===== src/design/loop_pkg.sv =====
package loop_pkg;

	// Sizes
	localparam int N_WORKER = 4;
	localparam int WORD_W = 32;
	localparam int ADDR_W = 5;

	// Indices, strides, counts, results and the sum
	typedef logic [WORD_W-1:0] word_t;
	typedef logic [ADDR_W-1:0] addr_t;
	typedef logic [$clog2(N_WORKER)-1:0] wid_t;

	// Register map, one word each
	localparam addr_t REG_START = 5'h00;
	localparam addr_t REG_STRIDE = 5'h04;
	localparam addr_t REG_COUNT = 5'h08;
	// Write bit 0 for go, read bit 0 busy and bit 1 done
	localparam addr_t REG_CTRL = 5'h0C;
	localparam addr_t REG_SUM = 5'h10;

	// AXI response codes
	localparam logic [1:0] RESP_OKAY = 2'd0;
	localparam logic [1:0] RESP_SLVERR = 2'd2;

	// Worker FSM
	typedef enum logic [1:0] {
		W_IDLE,
		W_CALC,
		W_OFFER
	} w_state_t;

endpackage

===== src/design/loop_if.sv =====
`timescale 1ns/100ps

// Index request path, worker to allocator
interface idx_if;
	logic req;
	logic grant;
	loop_pkg::word_t idx;
	// High while no loop is running
	logic stop;

	modport alloc (
		input req,
		output grant,
		output idx,
		output stop
	);

	modport worker (
		output req,
		input grant,
		input idx,
		input stop
	);
endinterface

// Result path, worker to reducer
interface res_if;
	logic valid;
	logic ready;
	loop_pkg::word_t value;

	modport src (
		output valid,
		output value,
		input ready
	);

	modport dst (
		input valid,
		input value,
		output ready
	);
endinterface


===== src/design/loop_top.sv =====
`timescale 1ns/100ps

module loop_top (
	input logic clk,
	input logic rst_n,
	input loop_pkg::addr_t awaddr,
	input logic awvalid,
	output logic awready,
	input loop_pkg::word_t wdata,
	input logic [loop_pkg::WORD_W/8-1:0] wstrb,
	input logic wvalid,
	output logic wready,
	output logic [1:0] bresp,
	output logic bvalid,
	input logic bready,
	input loop_pkg::addr_t araddr,
	input logic arvalid,
	output logic arready,
	output loop_pkg::word_t rdata,
	output logic [1:0] rresp,
	output logic rvalid,
	input logic rready
);
	logic go, busy, done;
	loop_pkg::word_t start, stride, count, sum;

	idx_if ix [loop_pkg::N_WORKER] ();
	res_if rs [loop_pkg::N_WORKER] ();

	loop_csr u_csr (
		.clk, .rst_n,
		.awaddr, .awvalid, .awready,
		.wdata, .wstrb, .wvalid, .wready,
		.bresp, .bvalid, .bready,
		.araddr, .arvalid, .arready,
		.rdata, .rresp, .rvalid, .rready,
		.go, .start, .stride, .count,
		.sum, .busy, .done
	);

	iter_alloc u_alloc (.clk, .rst_n, .go, .start, .stride, .count, .ix(ix));

	for (genvar i = 0; i < loop_pkg::N_WORKER; i++) begin : g_worker
		loop_worker u_worker (.clk, .rst_n, .ix(ix[i]), .rs(rs[i]));
	end

	result_reduce u_reduce (.clk, .rst_n, .go, .count, .rs(rs), .sum, .busy, .done);

endmodule


===== src/design/result_reduce.sv =====
`timescale 1ns/100ps

module result_reduce (
	input logic clk,
	input logic rst_n,
	input logic go,
	input loop_pkg::word_t count,
	res_if.dst rs [loop_pkg::N_WORKER],
	output loop_pkg::word_t sum,
	output logic busy,
	output logic done
);
	logic [loop_pkg::N_WORKER-1:0] valid_v, ready_v;
	loop_pkg::word_t value_v [loop_pkg::N_WORKER];
	loop_pkg::wid_t ptr, sel;
	loop_pkg::word_t ncomp;
	logic found, xfer;

	for (genvar i = 0; i < loop_pkg::N_WORKER; i++) begin : g_port
		assign valid_v[i] = rs[i].valid;
		assign value_v[i] = rs[i].value;
		assign rs[i].ready = ready_v[i];
	end

	// First valid worker at or after the pointer
	always_comb begin
		found = 1'b0;
		sel = ptr;
		for (int k = loop_pkg::N_WORKER - 1; k >= 0; k--) begin
			if (valid_v[(int'(ptr) + k) % loop_pkg::N_WORKER]) begin
				found = 1'b1;
				sel = loop_pkg::wid_t'((int'(ptr) + k) % loop_pkg::N_WORKER);
			end
		end
	end

	assign xfer = found && busy;

	always_comb begin
		ready_v = '0;
		if (xfer)
			ready_v[sel] = 1'b1;
	end

	always_ff @(posedge clk or negedge rst_n) begin
		if (!rst_n) begin
			ptr <= '0;
			sum <= '0;
			ncomp <= '0;
			busy <= 1'b0;
			done <= 1'b0;
		end else if (go) begin
			sum <= '0;
			ncomp <= '0;
			// Empty loop finishes right away
			busy <= (count != '0);
			done <= (count == '0);
		end else if (busy) begin
			if (xfer) begin
				sum <= sum + value_v[sel];
				ncomp <= ncomp + 1'b1;
				ptr <= loop_pkg::wid_t'((int'(sel) + 1) % loop_pkg::N_WORKER);
			end
			if (ncomp + loop_pkg::word_t'(xfer) == count) begin
				busy <= 1'b0;
				done <= 1'b1;
			end
		end
	end

	a_one_ready: assert property (@(posedge clk) disable iff (!rst_n)
		$onehot0(ready_v));

endmodule


===== src/design/loop_worker.sv =====
`timescale 1ns/100ps

module loop_worker (
	input logic clk,
	input logic rst_n,
	idx_if.worker ix,
	res_if.src rs
);
	loop_pkg::w_state_t state;
	loop_pkg::word_t mcand, mplr, acc;
	logic [$clog2(loop_pkg::WORD_W)-1:0] step;

	assign ix.req = (state == loop_pkg::W_IDLE) && !ix.stop;
	assign rs.valid = (state == loop_pkg::W_OFFER);
	assign rs.value = acc;

	always_ff @(posedge clk or negedge rst_n) begin
		if (!rst_n) begin
			state <= loop_pkg::W_IDLE;
			step <= '0;
		end else begin
			case (state)
				loop_pkg::W_IDLE: begin
					if (ix.grant) begin
						state <= loop_pkg::W_CALC;
						step <= '0;
					end
				end
				loop_pkg::W_CALC: begin
					step <= step + 1'b1;
					if (step == '1)
						state <= loop_pkg::W_OFFER;
				end
				loop_pkg::W_OFFER: begin
					if (rs.ready)
						state <= loop_pkg::W_IDLE;
				end
				default: state <= loop_pkg::W_IDLE;
			endcase
		end
	end

	// Shift-add square, one multiplier bit per cycle
	always_ff @(posedge clk) begin
		if (state == loop_pkg::W_IDLE && ix.grant) begin
			mcand <= ix.idx;
			mplr <= ix.idx;
			acc <= '0;
		end else if (state == loop_pkg::W_CALC) begin
			if (mplr[0])
				acc <= acc + mcand;
			mcand <= mcand << 1;
			mplr <= mplr >> 1;
		end
	end

endmodule


===== src/design/iter_alloc.sv =====
`timescale 1ns/100ps

module iter_alloc (
	input logic clk,
	input logic rst_n,
	input logic go,
	input loop_pkg::word_t start,
	input loop_pkg::word_t stride,
	input loop_pkg::word_t count,
	idx_if.alloc ix [loop_pkg::N_WORKER]
);
	loop_pkg::word_t base, remain;
	loop_pkg::word_t n_grant, offs;
	logic [loop_pkg::N_WORKER-1:0] req_v, grant_v;
	loop_pkg::word_t idx_v [loop_pkg::N_WORKER];

	for (genvar i = 0; i < loop_pkg::N_WORKER; i++) begin : g_port
		assign req_v[i] = ix[i].req;
		assign ix[i].grant = grant_v[i];
		assign ix[i].idx = idx_v[i];
		assign ix[i].stop = (remain == '0);
	end

	// Prefix sum over requesters in worker order
	always_comb begin
		n_grant = '0;
		offs = '0;
		for (int i = 0; i < loop_pkg::N_WORKER; i++) begin
			grant_v[i] = req_v[i] && (n_grant < remain);
			idx_v[i] = base + offs;
			if (grant_v[i]) begin
				n_grant = n_grant + 1'b1;
				offs = offs + stride;
			end
		end
	end

	always_ff @(posedge clk or negedge rst_n) begin
		if (!rst_n) begin
			base <= '0;
			remain <= '0;
		end else if (go) begin
			base <= start;
			remain <= count;
		end else begin
			// Advance past every index handed out this cycle
			base <= base + offs;
			remain <= remain - n_grant;
		end
	end

	a_no_overgrant: assert property (@(posedge clk) disable iff (!rst_n)
		n_grant <= remain);

endmodule


===== src/design/loop_csr.sv =====
`timescale 1ns/100ps

module loop_csr (
	input logic clk,
	input logic rst_n,
	input loop_pkg::addr_t awaddr,
	input logic awvalid,
	output logic awready,
	input loop_pkg::word_t wdata,
	input logic [loop_pkg::WORD_W/8-1:0] wstrb,
	input logic wvalid,
	output logic wready,
	output logic [1:0] bresp,
	output logic bvalid,
	input logic bready,
	input loop_pkg::addr_t araddr,
	input logic arvalid,
	output logic arready,
	output loop_pkg::word_t rdata,
	output logic [1:0] rresp,
	output logic rvalid,
	input logic rready,
	output logic go,
	output loop_pkg::word_t start,
	output loop_pkg::word_t stride,
	output loop_pkg::word_t count,
	input loop_pkg::word_t sum,
	input logic busy,
	input logic done
);
	logic aw_held, w_held;
	loop_pkg::addr_t awaddr_q, wr_addr;
	loop_pkg::word_t wdata_q, wr_data;
	logic [loop_pkg::WORD_W/8-1:0] wstrb_q, wr_strb;
	logic aw_hs, w_hs, aw_ok, w_ok, wr_en, ar_hs;

	function automatic logic is_mapped(input loop_pkg::addr_t a);
		return (a[1:0] == 2'b00) && (a <= loop_pkg::REG_SUM);
	endfunction

	function automatic loop_pkg::word_t merge_bytes(
		input loop_pkg::word_t old_v,
		input loop_pkg::word_t new_v,
		input logic [loop_pkg::WORD_W/8-1:0] strb
	);
		loop_pkg::word_t res;
		res = old_v;
		for (int b = 0; b < loop_pkg::WORD_W / 8; b++) begin
			if (strb[b])
				res[b*8 +: 8] = new_v[b*8 +: 8];
		end
		return res;
	endfunction

	// One transaction per channel, nothing new while a response is pending
	assign awready = !aw_held && !bvalid;
	assign wready = !w_held && !bvalid;
	assign arready = !rvalid;

	assign aw_hs = awvalid && awready;
	assign w_hs = wvalid && wready;
	assign ar_hs = arvalid && arready;
	assign aw_ok = aw_held || aw_hs;
	assign w_ok = w_held || w_hs;
	assign wr_en = aw_ok && w_ok;

	assign wr_addr = aw_held ? awaddr_q : awaddr;
	assign wr_data = w_held ? wdata_q : wdata;
	assign wr_strb = w_held ? wstrb_q : wstrb;

	always_ff @(posedge clk or negedge rst_n) begin
		if (!rst_n) begin
			aw_held <= 1'b0;
			w_held <= 1'b0;
			bvalid <= 1'b0;
			rvalid <= 1'b0;
			go <= 1'b0;
			start <= '0;
			stride <= '0;
			count <= '0;
		end else begin
			// Hold whichever half arrived first
			aw_held <= aw_ok && !w_ok;
			w_held <= w_ok && !aw_ok;
			if (wr_en)
				bvalid <= 1'b1;
			else if (bready)
				bvalid <= 1'b0;
			if (ar_hs)
				rvalid <= 1'b1;
			else if (rready)
				rvalid <= 1'b0;
			// Go while busy is dropped
			go <= wr_en && (wr_addr == loop_pkg::REG_CTRL) && wr_strb[0] && wr_data[0]
				&& !busy;
			if (wr_en) begin
				case (wr_addr)
					loop_pkg::REG_START: start <= merge_bytes(start, wr_data, wr_strb);
					loop_pkg::REG_STRIDE: stride <= merge_bytes(stride, wr_data, wr_strb);
					loop_pkg::REG_COUNT: count <= merge_bytes(count, wr_data, wr_strb);
					default: ;
				endcase
			end
		end
	end

	always_ff @(posedge clk) begin
		if (aw_hs)
			awaddr_q <= awaddr;
		if (w_hs) begin
			wdata_q <= wdata;
			wstrb_q <= wstrb;
		end
		if (wr_en)
			bresp <= is_mapped(wr_addr) ? loop_pkg::RESP_OKAY : loop_pkg::RESP_SLVERR;
		if (ar_hs) begin
			rresp <= is_mapped(araddr) ? loop_pkg::RESP_OKAY : loop_pkg::RESP_SLVERR;
			case (araddr)
				loop_pkg::REG_START: rdata <= start;
				loop_pkg::REG_STRIDE: rdata <= stride;
				loop_pkg::REG_COUNT: rdata <= count;
				loop_pkg::REG_CTRL: rdata <= {{(loop_pkg::WORD_W-2){1'b0}}, done, busy};
				loop_pkg::REG_SUM: rdata <= sum;
				default: rdata <= '0;
			endcase
		end
	end

	// Write response held until the host takes it
	a_bvalid_hold: assert property (@(posedge clk) disable iff (!rst_n)
		bvalid && !bready |=> bvalid);

endmodule


===== config.mk =====
export PLATFORM = sky130hd
export DESIGN_NAME = loop_top
export DESIGN_NICKNAME = d
export VERILOG_FILES = /design/src/design/loop_pkg.sv /design/src/design/loop_if.sv /design/src/design/loop_top.sv /design/src/design/result_reduce.sv /design/src/design/loop_worker.sv /design/src/design/iter_alloc.sv /design/src/design/loop_csr.sv
export SDC_FILE = /design/constraint.sdc
export NUM_CORES = 2
export LEC_CHECK = 0
export ABC_AREA = 0
export BUFFER_PORTS_ARGS = -buffer_cell sky130_fd_sc_hd__buf_2
export CORE_MARGIN = 2
export CORE_UTILIZATION = 55
export DETAILED_ROUTE_END_ITERATION = 8
export PLACE_DENSITY = 0.78
export SLEW_MARGIN = 10
export SYNTH_ARGS = -nofsm -noshare
export SYNTH_HDL_FRONTEND = slang
export SYNTH_SLANG_ARGS = --single-unit

===== constraint.sdc =====
create_clock -name clk -period 8.97 [get_ports clk]
set_input_delay 0.897 -clock clk [delete_from_list [all_inputs] [get_ports clk]]
set_output_delay 0.897 -clock clk [all_outputs]
set_load 0.005 [all_outputs]

# Word-level counts from Yosys, hierarchy flattened
# Cells that the tools add are included.
[op_classes] addsub=26 magnitude_cmp=13 n_eq_ne=32 n_mux=97 n_bitwise=5 n_reduce_logical=92
[ops] cell="2-to-1 mux 32 bit" n=34
[ops] cell="adder 32 bit" n=12
[ops] cell="one-hot mux 32 bit (5 select lines)" n=1
[ops] cell="adder 32 x 1 -> 32 bit, second input constant" n=3
[ops] cell="binary-select mux 32 bit (select 2 bit)" n=1
[ops] cell="logical NOT 32 bit" n=2
[ops] cell="less-than comparator 32 bit" n=2
[ops] cell="AND reduction 3 bit" n=17
[ops] cell="one-hot mux 5 bit (2 select lines)" n=4
[ops] cell="2-to-1 mux 2 bit" n=18
[ops] cell="adder 32 x 1 -> 32 bit" n=1
[ops] cell="equality test 32 bit" n=1
[ops] cell="less-than comparator 1 x 32 -> 1 bit" n=1
[ops] cell="less-than comparator 1 x 32 -> 1 bit, first input constant" n=1
[ops] cell="nonzero test 32 bit" n=1
[ops] cell="subtractor 32 bit" n=1
[ops] cell="logical AND 1 bit" n=28
[ops] cell="nonzero test 2 bit" n=13
[ops] cell="equality test 5 bit, second input constant" n=5
[ops] cell="2-to-1 mux 5 bit" n=5
[ops] cell="inequality test 2 x 1 -> 1 bit, second input constant" n=12
[ops] cell="one-hot mux 2 bit (3 select lines)" n=4
[ops] cell="2-to-1 mux 1 bit" n=23
[ops] cell="adder 5 x 1 -> 5 bit, second input constant" n=4
[ops] cell="24 further kinds" n=71
[totals] regBits=722 inputBits=53 output_inout_bits=41 elab_cells=315

# Depth between registers and ports, before layout
[depth] depth_word=18 depth_mapped=41

# Hierarchy
# From an unflattened synthesis, not the netlist that was laid out.
[hier_totals] cells_unflattened=5486 hier_area_um2=49940.4
[modules_own_cells] module="loop_worker" n_inst=4 cells_per_inst=624 area_each_um2=5592.9 seq_area_each_um2=2737.6
[modules_own_cells] module="iter_alloc" n_inst=1 cells_per_inst=1750 area_each_um2=13133.8 seq_area_each_um2=1601.5
[modules_own_cells] module="loop_csr" n_inst=1 cells_per_inst=459 area_each_um2=7621.1 seq_area_each_um2=4779.6
[modules_own_cells] module="result_reduce" n_inst=1 cells_per_inst=781 area_each_um2=6814.0 seq_area_each_um2=1701.6

# Worst setup path before layout
# Ideal clock, no wire load.
[synth_timing] path_type="register to register" start="reg u_alloc.remain[25]" end="reg u_alloc.base[31]" arrival_ns=8.730 required_time_ns=8.871 path_slack_ns=0.140 path_stages_with_launch=39 n_path_buf=5 synth_period_minus_slack_ns=8.830 cell_sequence="dfrtp_1 or4_4 nor4_2 nand3_1 nor2_1 o21ai_0 and2_1 clkbuf_1 clkbuf_1 buf_1 ha_1 ha_1 a21bo_2 a21oi_1 o41a_1 buf_2 clkbuf_1 o21ai_0 [3 not listed] a21oi_1 o21bai_1 a21oi_1 o21ai_0 nor4bb_1 o211ai_1 a21oi_1 nand2b_1 a221o_1 ha_1 a2111o_1 or4b_2 o221ai_1 o211ai_1 a41o_1 nand3_1 a21oi_1 a311oi_1"
[synth_via] elab_chain_len=16 elab_cells_between_ends=28 classes_between="add/sub (6); order compare (4); mux (8); reduce/logical (10)"
[synth_lines] element="from (decl)" line="iter_alloc.sv:12" rtl="loop_pkg::word_t base, remain;"
[synth_lines] element="from (signal assigned)" line="iter_alloc.sv:44" rtl="remain <= count;"
[synth_lines] element="from (signal assigned)" line="iter_alloc.sv:48" rtl="remain <= remain - n_grant;"
[synth_lines] element="parallel branches: the longest is 13 deep, another holds less-than comparator 1 x 32 -> 1 bit"
[synth_lines] element="2-to-1 mux 32 bit (*)" line="iter_alloc.sv:31" rtl="if (grant_v[i]) begin"
[synth_lines] element="adder 32 bit (*)" line="iter_alloc.sv:47" rtl="base <= base + offs;"
[synth_lines] element="2-to-1 mux 32 bit (*)" line="iter_alloc.sv:42" rtl="end else if (go) begin"
[synth_lines] element="to (signal assigned)" line="iter_alloc.sv:43" rtl="base <= start;"
[synth_lines] element="to (signal assigned)" line="iter_alloc.sv:47"
[synth_lines] element="to (decl)" line="iter_alloc.sv:12"
# Mark *: on every way between the ends.
# A chain may end at the register's enable or synchronous reset.

# Worst setup path after layout
# Same ends and word-level chain as after synthesis.

==> impl_metrics.json <==
{
  "status": "completed",
  "cp-start-kind": "flip-flop",
  "insertion_delay_ns": 0.68,
  "synth-seq-cells": 720,
  "synthDistinctLibCells": 89,
  "drt-total-wl_um": 170000,
  "reg2reg_depth": 36,
  "fin_crit_sh": 0.968,
  "leakagePower_nw": 24.5,
  "hold_class": "in2async",
  "drtAntennaViolNets": 0,
  "hold_buffers": 0,
  "synth-edff-count": 331,
  "async_flop_share": 0.363,
  "cts_buffer_depth": 3,
  "cts_root_buf": "clkbuf_16",
  "cts_buffers": 83,
  "ys_warn_count": 0,
  "avgRoutedWirePerCell_um": 24.6,
  "port_buffers": 91,
  "grt-ovfl-total": 0,
  "fp.coreArea_sq_mm": 0.0885,
  "grt_max_degree": 140,
  "hold_violations": 0,
  "crit_fanout": 8,
  "io_pins": 94,
  "drc": 0,
  "areaGrowthSynthToFinish_pct": 11.2,
  "design_area_sq_mm": 0.0548,
  "cp.arrival_ns": 9.20,
  "drive_gt1_frac": 0.0893,
  "setup.worst_path.class": "reg2reg",
  "h-tree-depth": 3,
  "syn_inst": 5553,
  "slew_violations": 0,
  "maxCapViolCount": 0,
  "dp_hpwl_um": 130000,
  "drtIter0Drc": 5346,
  "die_h_um": 303,
  "seq_area_frac_synth": 0.386,
  "syn-cell-area_sq_mm": 0.0493,
  "antenna_found_initial": 14,
  "p_per_area_mw_per_mm2": 400,
  "vias": 44500,
  "initial_core_util": 0.557,
  "fillers": 7510,
  "first_pass_iters": 9,
  "fp-row-count": 109,
  "die-area_sq_mm": 0.0920,
  "layout_min_cycle_time_ns": 8.68,
  "die_x_um": 303,
  "cts_tree": "built",
  "cts_sinks": 720,
  "max-vdd-ir-drop_mv": 0.294,
  "avgSynthCellArea_sq_um": 8.87,
  "fin_util": 0.619,
  "crit_slowest_cell": "or4b_2",
  "grt_pass1_vias": 40700,
  "grt_usage": 0.365,
  "fmax_ghz": 0.115,
  "slew-limit-headroom": 0.185,
  "yosys_most_used_dff": "edfxtp_1",
  "clkSlewWorstSetupHoldPaths_ns": 0.06,
  "worst_slew_pin_slew_ns": 1.22,
  "multi_input_area_sq_mm": 0.0291,
  "max_stage_delay_ns": 0.66,
  "endpoint_kind": "flip-flop",
  "cpMostUsedCell": "o21ai_1",
  "finalNetCount": 6113,
  "grt_pass1_wl_um": 253000,
  "clock_skew_ns": 0.0300,
  "viasPerCell": 6.44,
  "routabilityCongestion": 1.05,
  "final.hold.worst_slack_ns": 0.285,
  "place_area_sq_mm": 0.0516,
  "seqCellArea_sq_mm": 0.0190,
  "setup_viol": 0,
  "cp.required_ns": 9.49
}
routing by layer:
layer | wire [um] | track usage | share of wire
met1 | 71900 | 0.520 | 0.42
met2 | 71000 | 0.528 | 0.42
met3 | 18600 | 0.0832 | 0.11
met4 | 8700 | 0.165 | 0.051
met5 | 69 | 0 | 0.00041
worst paths after layout:
check | from | end | slack [ns]
worst max-delay path | u_alloc.remain[25] | u_alloc.base[31] | 0.29
worst min-delay path | rst_n | u_reduce.ncomp[15] | 0.29
worst max register to register | u_alloc.remain[25] | u_alloc.base[31] | 0.29
worst min register to register | g_worker[0].u_worker.rs.value[23] | g_worker[0].u_worker.rs.value[23] | 0.48
max in group asynchronous | rst_n | u_reduce.sum[24] | 7.30
min in group clk | rready | u_csr.rvalid | 0.38
through the flow:
stage          cells  total power [mW]  TNS [ns]  worst slack, ns
5_1_grt         6907              23.2   -0.0432          -0.0432
3_3_place_gp    6747              17.5         0            0.148
4_1_cts         6902              21.5         0           0.0825
6_report        6911              21.9         0            0.289
2_1_floorplan   5554              13.9         0            0.140
3_5_place_dp    6747              17.7         0           0.0557
where the power goes:
| group | leakage, nW | total (mW) | switching, mW | internal [mW] |
|---|---|---|---|---|
| Clock | 1.46 | 3.72 | 1.48 | 2.24 |
| Combinational | 15.4 | 11.6 | 7.13 | 4.48 |
| Sequential | 7.70 | 6.61 | 1.56 | 5.05 |
| Total | 24.5 | 21.9 | 10.2 | 11.8 |
sequential cells by signal, summed over array words and instances, names as in the netlist, 2 cells and up:
signal and count:
g_worker.u_worker.mcand 128, g_worker.u_worker.mplr 128, g_worker.u_worker.rs.value 128, g_worker.u_worker.state 8, g_worker.u_worker.step 20, u_alloc.base 32, u_alloc.remain 32, u_csr.awaddr_q 5
u_csr.count 32, u_csr.rdata 32, u_csr.start 32, u_csr.stride 32, u_csr.wdata_q 32, u_csr.wstrb_q 4, u_reduce.ncomp 32, u_reduce.ptr 2
u_reduce.sum 32
cells in the final DEF (no fill, tap or decap), types with 31 or more instances in the layout:
cell type	n
xor2_1	132
nand2b_1	56
mux2i_1	97
o21a_1	81
dfrtp_1	259
edfxtp_1	331
a21oi_1	509
and3_1	80
or3_1	32
buf_4	142
xnor2_1	192
o21ai_0	321
buf_2	90
dfxtp_1	128
mux4_2	31
nand4_1	39
clkbuf_16	93
ha_1	373
nand3_1	123
nor2_1	470
o21bai_1	43
nor3_1	106
nand2_1	924
nor4_1	34
o31ai_1	32
o211ai_1	33
nor2b_1	54
inv_1	130
a21o_1	175
a211oi_1	49
a221o_1	33
critical path, delay by kind of cell, from the launching register on:
kind            cells  cell delay [ns]
fa+ha+maj           3             0.94
buf+inv             3             0.52
flops               1             0.38
compound gates     23             4.56
simple gates        7             2.15
cell type report:
| type | instances | area share |
|---|---|---|
| clock buffers | 124 | 0.0472 |
| repair buffers | 240 | 0.0302 |
| clock inverters | 31 | 0.00747 |
| well taps | 1165 | 0.0266 |
| inverters | 135 | 0.00925 |
| flip-flops and latches | 720 | 0.347 |
| diodes | 4 | 0.000183 |
| multi-input cells | 4492 | 0.532 |
cell usage after synthesis (all sizes together) (31+ instances only):
master,n,area share
o21ai,337,0.034
xnor2,192,0.034
nand3,125,0.013
dfrtp,261,0.13
xor2,132,0.023
and3,81,0.010
o21bai,44,0.0067
nor3,109,0.011
inv,135,0.010
o211ai,33,0.0050
mux4,31,0.014
nand2,925,0.070
clkbuf,160,0.012
a221o,33,0.0067
dfxtp,128,0.052
edfxtp,331,0.20
a211oi,50,0.0076
buf,47,0.0042
nor2,473,0.036
o31ai,35,0.0056
nand2b,56,0.0071
nor2b,55,0.0070
mux2i,97,0.020
or3,32,0.0041
a21o,175,0.027
ha,376,0.096
nor4,35,0.0046
o21a,81,0.012
a21oi,517,0.053
nand4,39,0.0050
cells by family after synthesis:
kind of cell	after synthesis	synth area share
multiplexers	148	0.0385
adder cells (fa/ha/maj)	389	0.101
flip-flops	720	0.386
AO/OA/AOI/OAI	1539	0.197
other	2	0.000152
XOR/XNOR	324	0.0576
buffers and inverters	342	0.0267
AND/OR/NAND/NOR	2089	0.193
repair_timing:
action                                  4_1_cts  5_1_grt
pin swaps                                     0       21
buffers inserted                              0        5
endpoints found under the setup margin        1       10
gates resized for setup                       1       42
(Power assumes the default switching activity.)
